**src/verilog/wb_pkg.sv**
```systemverilog
package wb_pkg;

    ////////////////////
    // bus shape
    ////////////////////
    localparam int ADR_W       = 32;
    localparam int DAT_W       = 32;
    localparam int SEL_W       = DAT_W / 8;
    localparam int NUM_MASTERS = 2;
    localparam int MIDX_W      = $clog2(NUM_MASTERS);

    // slave slots: sram, gpio, then one per team
    localparam int NUM_TEAMS  = 6;
    localparam int NUM_SLAVES = NUM_TEAMS + 2;
    localparam int SLOT_W     = $clog2(NUM_SLAVES);
    localparam int SLOT_SRAM  = 0;
    localparam int SLOT_GPIO  = 1;
    localparam int SLOT_TEAM0 = 2;

    // decoder one-hot state bits
    localparam int ST_W    = NUM_SLAVES + 2;
    localparam int ST_IDLE = 0;
    localparam int ST_RESP = NUM_SLAVES + 1;

    ////////////////////
    // address map
    ////////////////////
    localparam logic [7:0]  REGION_TEAM = 8'h30;
    localparam logic [7:0]  REGION_GPIO = 8'h32;
    localparam logic [7:0]  REGION_SRAM = 8'h33;
    localparam logic [15:0] PAGE_GPIO   = {REGION_GPIO, 8'h00};
    localparam logic [15:0] PAGE_SRAM   = {REGION_SRAM, 8'h00};

    // filler word for anything that hits no slave
    localparam logic [DAT_W-1:0] UNMAPPED_DATA = 32'hDEAD_BEEF;

    // slave sizes and offsets
    localparam int          SRAM_WORDS     = 256;
    localparam int          SRAM_AW        = $clog2(SRAM_WORDS);
    localparam int          GPIO_WIDTH     = 16;
    localparam logic [15:0] GPIO_OUT_OFS   = 16'h0000;
    localparam logic [15:0] GPIO_IN_OFS    = 16'h0004;
    localparam int          TEAM_ACK_DELAY = 2;
    localparam int          TEAM_CNT_W     = $clog2(TEAM_ACK_DELAY + 1);

    // one bus address, seen as fixed page or as team window
    typedef union packed {
        struct packed {
            logic [15:0] page;
            logic [15:0] offset;
        } fixed;
        struct packed {
            logic [7:0]  region;
            logic [3:0]  rsvd;
            logic [3:0]  team;
            logic [15:0] offset;
        } team;
    } wb_addr_u;

endpackage

```
**src/verilog/wishbone_decoder.sv**
```systemverilog
`timescale 1ns/1ns

module wishbone_decoder import wb_pkg::*; (
    input  logic                               CLK,
    input  logic                               nRST,

    // granted master's cycle
    input  logic                               cyc,
    input  logic                               stb,
    input  logic                               we,
    input  logic [ADR_W-1:0]                   adr,
    input  logic [DAT_W-1:0]                   dat_w,
    input  logic [SEL_W-1:0]                   sel,
    output logic                               ack,
    output logic [DAT_W-1:0]                   dat_r,

    // one slot per slave
    output logic [NUM_SLAVES-1:0]              s_cyc,
    output logic [NUM_SLAVES-1:0]              s_stb,
    output logic [NUM_SLAVES-1:0]              s_we,
    output logic [NUM_SLAVES-1:0][ADR_W-1:0]   s_adr,
    output logic [NUM_SLAVES-1:0][DAT_W-1:0]   s_dat_w,
    output logic [NUM_SLAVES-1:0][SEL_W-1:0]   s_sel,
    input  logic [NUM_SLAVES-1:0]              s_ack,
    input  logic [NUM_SLAVES-1:0][DAT_W-1:0]   s_dat_r
);

    logic [ST_W-1:0]   curr_state;
    logic [ST_W-1:0]   next_state;
    logic              ack_reg;
    logic              next_ack;
    logic [DAT_W-1:0]  dat_reg;
    logic [DAT_W-1:0]  next_dat;
    wb_addr_u          a;
    logic              hit;
    logic [SLOT_W-1:0] hit_slot;

    assign a     = adr;
    assign ack   = ack_reg;
    assign dat_r = dat_reg;

    ////////////////////
    // state and ack
    ////////////////////
    always_ff @(posedge CLK, negedge nRST) begin
        if (!nRST) begin
            curr_state <= ST_W'(1) << ST_IDLE;
            ack_reg    <= 1'b0;
        end else begin
            curr_state <= next_state;
            ack_reg    <= next_ack;
        end
    end

    // word returned with the ack
    always_ff @(posedge CLK) begin
        dat_reg <= next_dat;
    end

    // fixed pages decoded first and the team window after
    always_comb begin
        hit      = 1'b1;
        hit_slot = '0;
        if (a.fixed.page == PAGE_SRAM) begin
            hit_slot = SLOT_W'(SLOT_SRAM);
        end else if (a.fixed.page == PAGE_GPIO) begin
            hit_slot = SLOT_W'(SLOT_GPIO);
        end else if (a.team.region == REGION_TEAM && a.team.team < NUM_TEAMS) begin
            hit_slot = SLOT_W'(SLOT_TEAM0 + a.team.team);
        end else begin
            // la window and anything else
            hit = 1'b0;
        end
    end

    ////////////////////
    // next state, slave drive
    ////////////////////
    always_comb begin
        next_state = curr_state;
        next_ack   = 1'b0;
        next_dat   = dat_reg;
        s_cyc      = '0;
        s_stb      = '0;
        s_we       = '0;
        s_adr      = '0;
        s_dat_w    = '0;
        s_sel      = '0;

        if (curr_state[ST_IDLE] && cyc && stb) begin
            if (hit) begin
                next_state = ST_W'(1) << (hit_slot + 1);
            end else begin
                // unmapped address answered at once with filler
                next_state = ST_W'(1) << ST_RESP;
                next_ack   = 1'b1;
                next_dat   = UNMAPPED_DATA;
            end
        end

        // sel state i+1 drives slot i
        for (int i = 0; i < NUM_SLAVES; i++) begin
            if (curr_state[i + 1]) begin
                s_cyc[i]   = cyc;
                s_stb[i]   = stb;
                s_we[i]    = we;
                s_adr[i]   = adr;
                s_dat_w[i] = dat_w;
                s_sel[i]   = sel;
                if (!cyc) begin
                    // master gave up so drop back
                    next_state = ST_W'(1) << ST_IDLE;
                end else if (s_ack[i]) begin
                    next_state = ST_W'(1) << ST_RESP;
                    next_ack   = 1'b1;
                    next_dat   = s_dat_r[i];
                end
            end
        end

        // one ack cycle with stb ignored
        if (curr_state[ST_RESP]) begin
            next_state = ST_W'(1) << ST_IDLE;
        end
    end

endmodule
```
**config.mk**
```make
export PLATFORM = sky130hd
export DESIGN_NAME = wishbone_decoder
export DESIGN_NICKNAME = d
export VERILOG_FILES = /design/src/verilog/wb_pkg.sv /design/src/verilog/wishbone_decoder.sv
export SDC_FILE = /design/constraint.sdc
export NUM_CORES = 1
export LEC_CHECK = 0
export BUFFER_PORTS_ARGS = -buffer_cell sky130_fd_sc_hd__clkbuf_2
export CAP_MARGIN = 20
export CORE_AREA = 2 2 361 363
export CTS_CLUSTER_SIZE = 16
export DETAILED_ROUTE_END_ITERATION = 16
export DIE_AREA = 0 0 363 365
export HOLD_SLACK_MARGIN = 0.15
export RECOVER_POWER = 100
export SLEW_MARGIN = 20
export SYNTH_ARGS = -nofsm -noshare
export SYNTH_HDL_FRONTEND = slang
export SYNTH_SLANG_ARGS = --single-unit
```
**constraint.sdc**
```tcl
create_clock -name CLK -period 3.8 [get_ports CLK]
set_input_delay 0 -clock CLK [delete_from_list [all_inputs] [get_ports CLK]]
set_output_delay 0 -clock CLK [all_outputs]
set_load 0.05 [all_outputs]
```
# == Yosys cells after proc, flatten, opt, wreduce, memory -nomap -nowiden ==
# Cells that the tools add are included.
# Widths: inputs -> output; s select.
# word_totals
elab_cells,146
register_bits,43
out_inout_bits,601
# classes
shift,1
order_cmp,1
reduce_logical,3
n_addsub,2
eq_ne,3
muxes,133
# ops
cell,n
$mux 32,42
$mux 10,27
$mux 1,53
$eq 16x14->1 const B,2
$mux 4,8
$shl 1x4->10 const A,1
$mux 3,3
$eq 8x6->1 const B,1
$add 3x1->4 const B,1
$lt 4x3->1 const B,1
$add 2x3->3 const A,1
$logic_and 1x1->1,3

# == Longest topological paths before layout ==
# Gate-level depths: netlist (run 1).
# depth
word_depth,34
mapped_depth,9
mapped_depth_nobuf,5

# == Worst setup path after synthesis (run 1) ==
# No wires, ideal clock.
# synth_timing
path_kind,register to register
start,reg curr_state[4]
end,reg dat_reg[24] (netlist: dat_r[24])
path_stages_with_launch,8
setup_ps,120
t_arrival_ps,1616
required_ps,3680
n_path_buf,2
setup_slack_ps,2064
cell_sequence,dfrtp_1 and3_1 clkbuf_1 clkbuf_1 a32oi_1 o21ai_0 o221a_2 a211o_2
# synth_via
elab_chain_len,13
# synth_lines
item,line,rtl
start: declaration,wishbone_decoder.sv:28,logic [ST_W-1:0] curr_state;
start signal: assignment,wishbone_decoder.sv:47,curr_state <= ST_W'(1) << ST_IDLE;
start signal: assignment,wishbone_decoder.sv:50,curr_state <= next_state;
$mux 32 *,wishbone_decoder.sv:103,if (curr_state[i + 1]) begin
$mux 32,wishbone_decoder.sv:113,end else if (s_ack[i]) begin
$mux 32,wishbone_decoder.sv:110,if (!cyc) begin
$mux 32 *,wishbone_decoder.sv:103,
$mux 32,wishbone_decoder.sv:113,
$mux 32,wishbone_decoder.sv:110,
$mux 32 *,wishbone_decoder.sv:103,
$mux 32,wishbone_decoder.sv:113,
$mux 32,wishbone_decoder.sv:110,
$mux 32 *,wishbone_decoder.sv:103,
$mux 32,wishbone_decoder.sv:113,
$mux 32,wishbone_decoder.sv:110,
$mux 32 *,wishbone_decoder.sv:103,
net next_dat[24],wishbone_decoder.sv:33,logic [DAT_W-1:0] next_dat;
end signal: assignment,wishbone_decoder.sv:57,dat_reg <= next_dat;
end: declaration,wishbone_decoder.sv:32,logic [DAT_W-1:0] dat_reg;
# The timed path passes the listed nets; every way through them passes the cells marked *.

# == Final worst setup path (run 1) ==
# layout_timing
start,reg curr_state[4]
end,reg dat_reg[26] (netlist: dat_r[26])
# The elaborated chain is that of the path after synthesis.

==> metrics.cfg, run 1 <==
[drt]
drt_iter0_drc=1380
route.final.wire_length_mm=79.3
drt-wirelength-per-cell_um=20.5
ant_nets=0
post-route-drc-count=0
vias=14171
vias_per_cell=3.66
dr.pass1.iters=6

[clocking]
clk_pin_slew_worst_paths_ps=90
cts_max_level=2
tritoncts=done
clock_latency_of_the_later_clocked_register_in_the_worst_skew_pair_ps=330
postCtsResizedCells=0
post_cts_hold_buffer_count=96
postCtsSetupRepairBufs=0
cts.path.max_buffers=2
root_buffer=sky130_fd_sc_hd__clkbuf_16
cts.sink_count=43
cts_made_buffers=5

[timing]
unrepaired_setup_endpoints_after_global_routing=no
holdWs_ps=212
timing.final.crit_period_ps=3600
maxClockFrequency_mhz=278
worst-slew-pin-transition_ps=1940
final_hold_viols=0
worst_clock_skew_ps=8.60
timing.max_slew.rel_slack=-0.295
setup-violations-final=0
setup-tns-final_ps=0
report.final.slew_viol_count=153
finalCritPeriodShare=0.948

[layout]
layout.cells.most_common_list=586 x sky130_fd_sc_hd__clkbuf_1, 557 x sky130_fd_sc_hd__and2_1, 356 x sky130_fd_sc_hd__clkbuf_2
largest_reg_flops=32
nFillCells=15304
finalNonFillerCells=3873
areaGrowthSynthToFinish_pct=86.2
number_of_nets_in_the_final_layout=2513
layout_commonest_cell=sky130_fd_sc_hd__clkbuf_1
layout.cell_area.non_filler_um2=15000
share_of_post_route_cells_with_drive_strength_above_1=0.198

[synthesis]
synth.lib_cells_used.distinct=58
syn-cell-area_um2=8030
synth-async-reset-ratio=0.256
number_of_enable_type_register_cells_in_the_synthesized_netlist=0
synth_area_leader=sky130_fd_sc_hd__and2_1
ys_top_cells_by_area=sky130_fd_sc_hd__and2_1 44%, sky130_fd_sc_hd__dfxtp_1 8.0%, sky130_fd_sc_hd__clkbuf_1 4.7%
synth_area_per_cell_um2=6.51
synth_flop_cell=sky130_fd_sc_hd__dfxtp_1
synth_warnings=0
post-synth-top-area-fraction=0.438
synth.yosys.seq_area_share=0.114
post_synth_inst_count=1234
synth-seq-cells=43
synthesis.nets=1571

[placed_design]
dpl.hpwl_mm=64.1
dp.cells=3748
finalWeightedCongestion=0.886
port_buffers=937
placement.cell_area_um2=14500

[grt]
grt_overflow_total=0
grt_pass1_wl_mm=101
grt_antenna_before_repair=37
grt_util_all_layers=0.109
number_of_global_route_vias_before_repair=12410
grt_max_degree=80

[critical_path]
worst_setup_path_start=curr_state[4]$_DFF_PN0_
worst_r2r_startpoint=curr_state[4]$_DFF_PN0_
critical_path.endpoint_type=register
worstPathRequired_ps=4080
critical_path_arrival_ps=3880
reg2reg_depth=6
worstPathMaxFanout=37
start_kind=register
worst-setup-path-type=reg -> reg

[power_and_ir_drop]
ir_worst_vdd_mv=0.146
power_density_nw_per_um2=104
p_leak_nw=5.95
fin_total_pwr_mw=1.56

[hold_path]
hold_start=adr[24]
min_path_cells=3
timing.hold.worst.class=in -> reg

[floorplan]
dieArea_um2=132000
floorplan.die.height_um=365
initial_util=0.0624
floorplan.io_pins=938
floorplan.rows=132
coreArea_um2=129000
die_w_um=363

[job]
cap_viol_max_count=2

[run_status]
outcome=complete, but fails checks
violations_in_the_final_reports=capacitance limit, slew limit

-- per-stage QoR --
stage	util	worst slack, ps
after floorplan	-	2060
after global placement	0.113	1150
after detailed placement	0.113	1140
after CTS	0.122	260
after global routing	0.116	91.2
final	0.116	199
-- area by class of cell --
type,count,area (um^2),share of cell area
clock inverters,3,26.3,0.00176
well taps,1675,2100,0.140
clock buffers,5,125,0.00837
diodes,21,52.6,0.00351
multi-input cells,1065,6600,0.441
repair buffers,1059,5110,0.342
inverters,2,7.51,0.000502
flip-flops and latches,43,943,0.0631
-- final timing paths --
path                                           end  slack (ps)
setup / recovery                 dat_r[26]$_DFF_P_         200
hold / removal             curr_state[1]$_DFF_PN0_         210
setup reg to reg                 dat_r[26]$_DFF_P_         200
hold reg to reg            curr_state[9]$_DFF_PN0_         480
max in group asynchronous  curr_state[4]$_DFF_PN0_        2620
min in group asynchronous  curr_state[0]$_DFF_PN1_         240
-- routing by layer --
layer,GRT usage,part of all wire,vias up,routed length [um]
met5,0,0.0010,-,80
met4,0.0411,0.043,12,3410
met1,0.133,0.40,6665,31300
li1,-,-,6145,-
met3,0.0341,0.10,199,8270
met2,0.177,0.46,1150,36200
-- Yosys cell counts (2+ instances only) --
library cell	n
sky130_fd_sc_hd__and2_1	562
sky130_fd_sc_hd__clkbuf_1	101
sky130_fd_sc_hd__nand2_1	98
sky130_fd_sc_hd__nor2_1	57
sky130_fd_sc_hd__o21ai_0	49
sky130_fd_sc_hd__a21oi_1	36
sky130_fd_sc_hd__dfxtp_1	32
sky130_fd_sc_hd__o22ai_1	28
sky130_fd_sc_hd__nand4_1	22
sky130_fd_sc_hd__o32ai_1	21
sky130_fd_sc_hd__a211oi_1	19
sky130_fd_sc_hd__a31oi_1	19
sky130_fd_sc_hd__and4b_1	19
sky130_fd_sc_hd__buf_2	15
sky130_fd_sc_hd__nor3_1	15
sky130_fd_sc_hd__a32oi_1	13
sky130_fd_sc_hd__a22o_1	10
sky130_fd_sc_hd__dfrtp_1	10
sky130_fd_sc_hd__nand3_1	9
sky130_fd_sc_hd__o221a_2	9
sky130_fd_sc_hd__o41ai_1	9
sky130_fd_sc_hd__and2_2	8
sky130_fd_sc_hd__and3_1	8
sky130_fd_sc_hd__a211o_2	7
sky130_fd_sc_hd__a22oi_1	6
sky130_fd_sc_hd__nor4_1	4
sky130_fd_sc_hd__o21a_1	4
sky130_fd_sc_hd__or3_1	4
sky130_fd_sc_hd__a222oi_1	3
sky130_fd_sc_hd__a2bb2oi_1	3
sky130_fd_sc_hd__buf_6	3
sky130_fd_sc_hd__a32o_1	2
sky130_fd_sc_hd__buf_1	2
sky130_fd_sc_hd__clkbuf_8	2
sky130_fd_sc_hd__inv_1	2
-- worst max-delay path, stage by stage (launching register included) --
cell                            delay (ps)
sky130_fd_sc_hd__dfrtp_4               730
sky130_fd_sc_hd__and3_2               1000
sky130_fd_sc_hd__nand2_1               160
sky130_fd_sc_hd__and4b_1               230
sky130_fd_sc_hd__dlygate4sd3_1         560
sky130_fd_sc_hd__a211oi_1              220
sky130_fd_sc_hd__dlygate4sd3_1         570
-- report_power, final --
group | switching (mW) | leakage, nW | total, mW | internal, mW
Sequential | 0.0132 | 0.395 | 0.483 | 0.469
Clock | 0.270 | 0.0749 | 0.523 | 0.252
Combinational | 0.353 | 5.48 | 0.553 | 0.200
Total | 0.637 | 5.95 | 1.56 | 0.921
-- cell families (layout without fill, tap and decap cells) --
kind of cell / Yosys count / count (layout) / synth area share
other cells: 0 / 21 / 0
simple gates: 815 / 815 / 0.597
compound gates: 250 / 250 / 0.222
flops: 43 / 43 / 0.114
buf+inv: 126 / 1069 / 0.0667
Power figures use the tool's default switching activity.
==> inputs of run 2 (changes only) <==
--- a/config.mk
+++ b/config.mk
@@ -7,10 +7,10 @@
 export LEC_CHECK = 0
 export BUFFER_PORTS_ARGS = -buffer_cell sky130_fd_sc_hd__clkbuf_2
 export CAP_MARGIN = 20
-export CORE_AREA = 2 2 361 363
+export CORE_AREA = 2 2 367 369
 export CTS_CLUSTER_SIZE = 16
 export DETAILED_ROUTE_END_ITERATION = 16
-export DIE_AREA = 0 0 363 365
+export DIE_AREA = 0 0 369 371
 export HOLD_SLACK_MARGIN = 0.15
 export RECOVER_POWER = 100
 export SLEW_MARGIN = 20
==> constraint.sdc (replaced) <==
create_clock -name CLK -period 3.8 [get_ports CLK]
set_input_delay 0 -clock CLK [delete_from_list [all_inputs] [get_ports CLK]]
set_output_delay 0 -clock CLK [all_outputs]
set_load 0.02 [all_outputs]
==> run 2 against run 1 <==
The flow still finishes with violations (capacitance limit, slew limit). Clock skew grew 2.3 ps. Global-route usage shrank 0.42 points. Combinational power shrank 5.6%. Critical path depth grew 1. Flip-flop and latch count is the same. Wire length shrank 1.2%.
==> metrics.cfg, run 2 (synthesis gave the netlist of run 1 again) <==
[power_and_ir_drop]
p_leak_nw=6.32  ; +6.2%
power_density_nw_per_um2=101  ; -3.2%
ir_worst_vdd_mv=0.148  ; +1.4%
fin_total_pwr_mw=1.54  ; -1.3%

[layout]
finalNonFillerCells=3962  ; +2.3%
largest_reg_flops=32  ; unchanged
nFillCells=15729  ; +2.8%
number_of_nets_in_the_final_layout=2511  ; -0.080%
areaGrowthSynthToFinish_pct=89.9
ff_latch_area_um2=947  ; +0.40%
layout.cells.most_common_list=510 x sky130_fd_sc_hd__clkbuf_2, 431 x sky130_fd_sc_hd__clkbuf_1, 405 x sky130_fd_sc_hd__and2_1
layout_commonest_cell=sky130_fd_sc_hd__clkbuf_2
layout.cell_area.non_filler_um2=15200  ; +2.0%
share_of_post_route_cells_with_drive_strength_above_1=0.271  ; +0.0724
multi_input_area_um2=6600  ; about the same

[drt]
dr.pass1.iters=5  ; -1
post-route-drc-count=0  ; unchanged
ant_nets=0  ; unchanged
route.final.wire_length_mm=78.3  ; -1.2%
drt-wirelength-per-cell_um=19.8  ; -3.4%
vias_per_cell=3.53  ; -3.5%
vias=13995  ; -1.2%
drt_iter0_drc=1310  ; -5.1%

[clocking]
cts_max_level=2  ; unchanged
clk_pin_slew_worst_paths_ps=90  ; about the same
tritoncts=done
cts.sink_count=43  ; unchanged
clock_latency_of_the_later_clocked_register_in_the_worst_skew_pair_ps=330  ; about the same
cts.path.max_buffers=2  ; unchanged
root_buffer=sky130_fd_sc_hd__clkbuf_16
cts_made_buffers=5  ; unchanged
postCtsSetupRepairBufs=0  ; unchanged

[placed_design]
finalWeightedCongestion=0.889  ; +0.26%
dp.cells=3839  ; +2.4%
dpl.hpwl_mm=63.1  ; -1.5%
port_buffers=937  ; unchanged
placement.cell_area_um2=14600  ; +0.63%

[floorplan]
die_w_um=369  ; +1.7%
floorplan.io_pins=938  ; unchanged
dieArea_um2=137000  ; +3.3%
coreArea_um2=133000  ; +3.2%
floorplan.rows=134  ; +1.5%
floorplan.die.height_um=371  ; +1.6%
initial_util=0.0605  ; -0.00194

[run_status]
violations_in_the_final_reports=capacitance limit, slew limit
outcome=complete, but fails checks

[timing]
worst-slew-pin-transition_ps=2080  ; +135 ps
final_hold_viols=0  ; unchanged
setup-tns-final_ps=0  ; unchanged
setup-violations-final=0  ; unchanged
timing.max_slew.rel_slack=-0.385  ; -0.0900
unrepaired_setup_endpoints_after_global_routing=no
worst_clock_skew_ps=10.9  ; +2.29 ps
report.final.slew_viol_count=142  ; -7.2%
maxClockFrequency_mhz=279  ; +0.49%
timing.final.crit_period_ps=3580  ; -17.6 ps
finalCritPeriodShare=0.943  ; -0.00462

[hold_path]
timing.hold.worst.class=in -> reg

[grt]
number_of_global_route_vias_before_repair=12207  ; -1.6%
grt_overflow_total=0  ; unchanged
grt_pass1_wl_mm=99.8  ; -0.77%
grt_antenna_before_repair=40  ; +8.1%
grt_util_all_layers=0.104  ; -0.00420
grt_max_degree=80  ; unchanged

[critical_path]
start_kind=register
critical_path_arrival_ps=3860  ; -20 ps
worst-setup-path-type=reg -> reg
critical_path.endpoint_type=register
worstPathRequired_ps=4070  ; about the same
worstPathMaxFanout=76  ; +110%

[job]
cap_viol_max_count=2  ; unchanged

## run 2: final cells by class
class,count,share of cell area
Tap cell,1768,0.145
Sequential cell,43,0.0621
Multi-Input combinational cell,1065,0.433
Antenna cell,19,0.00312
Inverter,2,0.000492
Clock inverter,3,0.00172
Timing Repair Buffer,1057,0.346
Clock buffer,5,0.00821
## run 2: critical path, cell delays in order (launching register included)
cell and delay (ps):
sky130_fd_sc_hd__dfrtp_4 410, sky130_fd_sc_hd__buf_4 700, sky130_fd_sc_hd__nand3_1 440, sky130_fd_sc_hd__a21oi_2 550
sky130_fd_sc_hd__a22o_1 200, sky130_fd_sc_hd__dlygate4sd3_1 550, sky130_fd_sc_hd__a211o_1 110, sky130_fd_sc_hd__dlygate4sd3_1 560
## run 2: timing repair
action / CTS / global route
endpoints found under the setup margin: 0 / 8
gates resized for setup: 0 / 1
hold buffers: 96 / 0
endpoints found under the hold margin: 43 / 0
## run 2: where the power goes
part	leakage, nW	total (mW)	internal (mW)	switching (mW)
Sequential	0.393	0.480	0.469	0.0110
Clock	0.0753	0.535	0.254	0.281
Combinational	5.85	0.522	0.198	0.323
## run 2: path summary, 6_finish.rpt
path	start	end	slack [ps]	cells after the start
setup / recovery	curr_state[7]$_DFF_PN0_	dat_r[29]$_DFF_P_	220	7
hold / removal	s_ack[6]	curr_state[3]$_DFF_PN0_	230	4
setup reg to reg	curr_state[7]$_DFF_PN0_	dat_r[29]$_DFF_P_	220	7
hold reg to reg	curr_state[9]$_DFF_PN0_	curr_state[9]$_DFF_PN0_	480	1
max in group asynchronous	nRST	curr_state[8]$_DFF_PN0_	2560	3
min in group asynchronous	nRST	curr_state[0]$_DFF_PN1_	260	2
## run 2: layer usage
layer  global-route usage  up-vias  routed length (um)
li1                     -     6136                   -
met1                0.130     6573               31600
met2                0.172     1115               36400
met3               0.0327      153                7960
met4               0.0316       18                2270
met5                    0        -                 121
## run 2: stage by stage
stage               hold slack (ps)   util  setup slack, ps
finish                          230  0.115              216
floorplan                      -296      -             2060
global placement               -109  0.110              876
global route                    210  0.115             41.2
detailed placement             -100  0.110              812
CTS                             164  0.119             29.1
==> inputs of run 3 (changes only) <==
--- a/config.mk
+++ b/config.mk
@@ -12,7 +12,9 @@
 export DETAILED_ROUTE_END_ITERATION = 16
 export DIE_AREA = 0 0 369 371
 export HOLD_SLACK_MARGIN = 0.15
+export MAX_ROUTING_LAYER = met4
 export RECOVER_POWER = 100
+export SKIP_LAST_GASP = 1
 export SLEW_MARGIN = 20
 export SYNTH_ARGS = -nofsm -noshare
 export SYNTH_HDL_FRONTEND = slang
==> run 3 against run 2 <==
The flow still finishes with violations (capacitance limit, slew limit). Cell count is 0.18% higher. Combinational power is 2% higher. Fmax is 0.46% lower. Setup slack worse by 17 ps. Hold slack worse by 48 ps. Via count is 0.49% lower. Critical path depth stayed put. Highest routed layer is now met4.
==> metrics.cfg, run 3 (synthesis gave the netlist of run 1 again) <==
[floorplan]
floorplan.rows=134  ; unchanged
floorplan.io_pins=938  ; unchanged
dieArea_um2=137000  ; unchanged
floorplan.die.height_um=371  ; unchanged
initial_util=0.0605  ; unchanged
die_w_um=369  ; unchanged
coreArea_um2=133000  ; unchanged

[timing]
report.final.slew_viol_count=142  ; unchanged
unrepaired_setup_endpoints_after_global_routing=no
setup-tns-final_ps=0  ; unchanged
worst_clock_skew_ps=11.3  ; +0.411 ps
worst-slew-pin-transition_ps=2210  ; +132 ps
timing.max_slew.rel_slack=-0.473  ; -0.0880
timing.final.crit_period_ps=3600  ; +16.5 ps
maxClockFrequency_mhz=278  ; -0.46%
final_hold_viols=0  ; unchanged
finalCritPeriodShare=0.947  ; +0.00435
setup-violations-final=0  ; unchanged

[critical_path]
critical_path.most_common_cell=sky130_fd_sc_hd__dlygate4sd3_1
critical_path.top_delay_family=buffers and inverters
critical_path_arrival_ps=3880  ; +20 ps
cp_cell_sequence=buf_4 -> nand3_1 -> a21oi_2 -> a22o_1 -> dlygate4sd3_1 -> a211o_2 -> dlygate4sd3_1
worstPathMaxFanout=42  ; -45%
worstPathRequired_ps=4080  ; about the same
start_kind=register
critical_path.endpoint_type=register
critical_path.n_buffers_inverters=3  ; unchanged
worst-setup-path-type=reg -> reg
reg2reg_depth=7  ; unchanged
worst_path_max_delay_cell=sky130_fd_sc_hd__dfrtp_4
critical_path.max_stage_delay_ps=700  ; about the same
critical_path_depth=7  ; unchanged

[grt]
number_of_global_route_vias_before_repair=12467  ; +2.1%
grt_max_degree=80  ; unchanged
grt_util_all_layers=0.107  ; +0.00247
grt_pass1_wl_mm=99.8  ; about the same
grt_overflow_total=0  ; unchanged
grt_antenna_before_repair=35  ; -13%

[layout]
number_of_nets_in_the_final_layout=2518  ; +0.28%
layout.cell_area.non_filler_um2=15400  ; +0.84%
areaGrowthSynthToFinish_pct=91.5
share_of_post_route_cells_with_drive_strength_above_1=0.291  ; +0.0202
largest_reg_flops=32  ; unchanged
layout.cells.most_common_list=560 x sky130_fd_sc_hd__clkbuf_2, 385 x sky130_fd_sc_hd__clkbuf_1, 358 x sky130_fd_sc_hd__and2_1
layout_commonest_cell=sky130_fd_sc_hd__clkbuf_2

[drt]
vias_per_cell=3.51  ; -0.67%
route.final.wire_length_mm=78.0  ; -0.36%
drt-wirelength-per-cell_um=19.7  ; -0.54%
met3_wirelength_mm=6.54  ; -18%
route.top_layer_used=met4
ant_nets=0  ; unchanged
wirelength_met1_mm=33.2  ; +5.1%
vias=13926  ; -0.49%
dr.pass1.iters=5  ; unchanged
drt_iter0_drc=1264  ; -3.5%
detailroute.wirelength.met2_mm=36.1  ; -0.80%
post-route-drc-count=0  ; unchanged

[hold_path]
timing.hold.worst.class=in -> reg
min_path_cells=4  ; unchanged

[clocking]
tritoncts=done
cts.path.max_buffers=2  ; unchanged
postCtsSetupRepairBufs=0  ; unchanged
clk_pin_slew_worst_paths_ps=80  ; about the same
clock_latency_of_the_later_clocked_register_in_the_worst_skew_pair_ps=330  ; about the same
cts_made_buffers=5  ; unchanged
cts_max_level=2  ; unchanged
root_buffer=sky130_fd_sc_hd__clkbuf_16
cts.sink_count=43  ; unchanged

[power_and_ir_drop]
p_int_mw=0.925  ; +0.37%
power_density_nw_per_um2=100  ; -0.72%
power.switching_mw=0.614  ; -0.25%
power.combinational.fraction=0.345  ; +0.006
seqPwrFrac=0.313  ; about the same
ir_worst_vdd_mv=0.155  ; +4.7%
sw_frac_of_total=0.399  ; -0.00150
power.share.clock=0.342  ; -0.006
p_leak_nw=6.47  ; +2.4%

[placed_design]
placement.cell_area_um2=14700  ; +0.14%
finalWeightedCongestion=0.910  ; +2.4%
port_buffers=937  ; unchanged
dpl.hpwl_mm=63.6  ; +0.71%

[run_status]
outcome=complete, but fails checks
violations_in_the_final_reports=capacitance limit, slew limit

[job]
cap_viol_max_count=2  ; unchanged

[run 3: cell types whose count changed in the layout (fill, tap and decap cells not counted)]
cell	before	now
sky130_fd_sc_hd__clkbuf_2	510	560
sky130_fd_sc_hd__dfrtp_4	8	6
sky130_fd_sc_hd__buf_12	0	1
sky130_fd_sc_hd__clkbuf_4	1	0
sky130_fd_sc_hd__clkbuf_1	431	385
sky130_fd_sc_hd__nand2_2	0	1
sky130_fd_sc_hd__nor3_2	1	0
sky130_fd_sc_hd__nand2_1	98	97
sky130_fd_sc_hd__dlygate4sd3_1	96	102
sky130_fd_sc_hd__dfrtp_1	2	4
sky130_fd_sc_hd__and2_1	405	358
sky130_fd_sc_hd__nor3_4	0	1
sky130_fd_sc_hd__buf_4	19	16
sky130_fd_sc_hd__and2_0	157	204
[run 3: worst register-to-register path, stage by stage, from the launching register on]
cell	delay, ps
sky130_fd_sc_hd__dfrtp_4	700
sky130_fd_sc_hd__buf_4	520
sky130_fd_sc_hd__nand3_1	370
sky130_fd_sc_hd__a21oi_2	520
sky130_fd_sc_hd__a22o_1	230
sky130_fd_sc_hd__dlygate4sd3_1	560
sky130_fd_sc_hd__a211o_2	100
sky130_fd_sc_hd__dlygate4sd3_1	540
[run 3: metrics by stage]
step | std cells | power, mW | hold WS, ps | utilization | setup WS, ps
CTS | 3950 | 1.57 | 153 | 0.119 | 19.2
finish | 3969 | 1.54 | 182 | 0.116 | 200
floorplan | 1234 | 0.569 | -296 | - | 2060
detailed placement | 3840 | 0.970 | -106 | 0.110 | 841
global placement | 3840 | 0.970 | -108 | 0.110 | 893
global route | 3962 | 1.61 | 205 | 0.116 | 70.6
[run 3: metal layers]
metal / vias to the layer above / GRT usage
li1: 6159 / -
met1: 6578 / 0.132
met2: 1031 / 0.169
met3: 158 / 0.0294
met4: 0 / 0.0309
met5: - / -
[run 3: path summary, 6_finish.rpt]
check,slack (ps),start,endpoint
worst max-delay path,200,curr_state[7]$_DFF_PN0_,dat_r[20]$_DFF_P_
worst min-delay path,180,s_dat_r[104],dat_r[8]$_DFF_P_
worst max register to register,200,curr_state[7]$_DFF_PN0_,dat_r[20]$_DFF_P_
worst min register to register,490,curr_state[9]$_DFF_PN0_,curr_state[9]$_DFF_PN0_
max in group asynchronous,2070,nRST,curr_state[2]$_DFF_PN0_
min in group asynchronous,780,nRST,curr_state[0]$_DFF_PN1_
[run 3: area by class of cell]
cell class / count / area (um^2)
inverters: 2 / 7.51
clock inverters: 3 / 26.3
fillers: 15697 / 117000
repair buffers: 1064 / 5410
clock buffers: 5 / 125
flip-flops and latches: 43 / 940
well taps: 1768 / 2210
multi-input cells: 1065 / 6610
diodes: 19 / 47.5
[run 3: what timing repair did]
action	CTS	global route
endpoints found under the setup margin	0	11
hold buffers	102	0
endpoints found under the hold margin	43	0
gates resized for setup	0	2
[run 3: power groups by stage]
| stage | logic [mW] | registers (mW) | clock network, mW |
|---|---|---|---|
| after global placement | 0.478 | 0.492 | 0 |
| after floorplan | 0.0669 | 0.503 | 0 |
| after detailed placement | 0.479 | 0.492 | 0 |
| final | 0.531 | 0.482 | 0.526 |
| after CTS | 0.529 | 0.482 | 0.559 |
| after global routing | 0.555 | 0.483 | 0.573 |
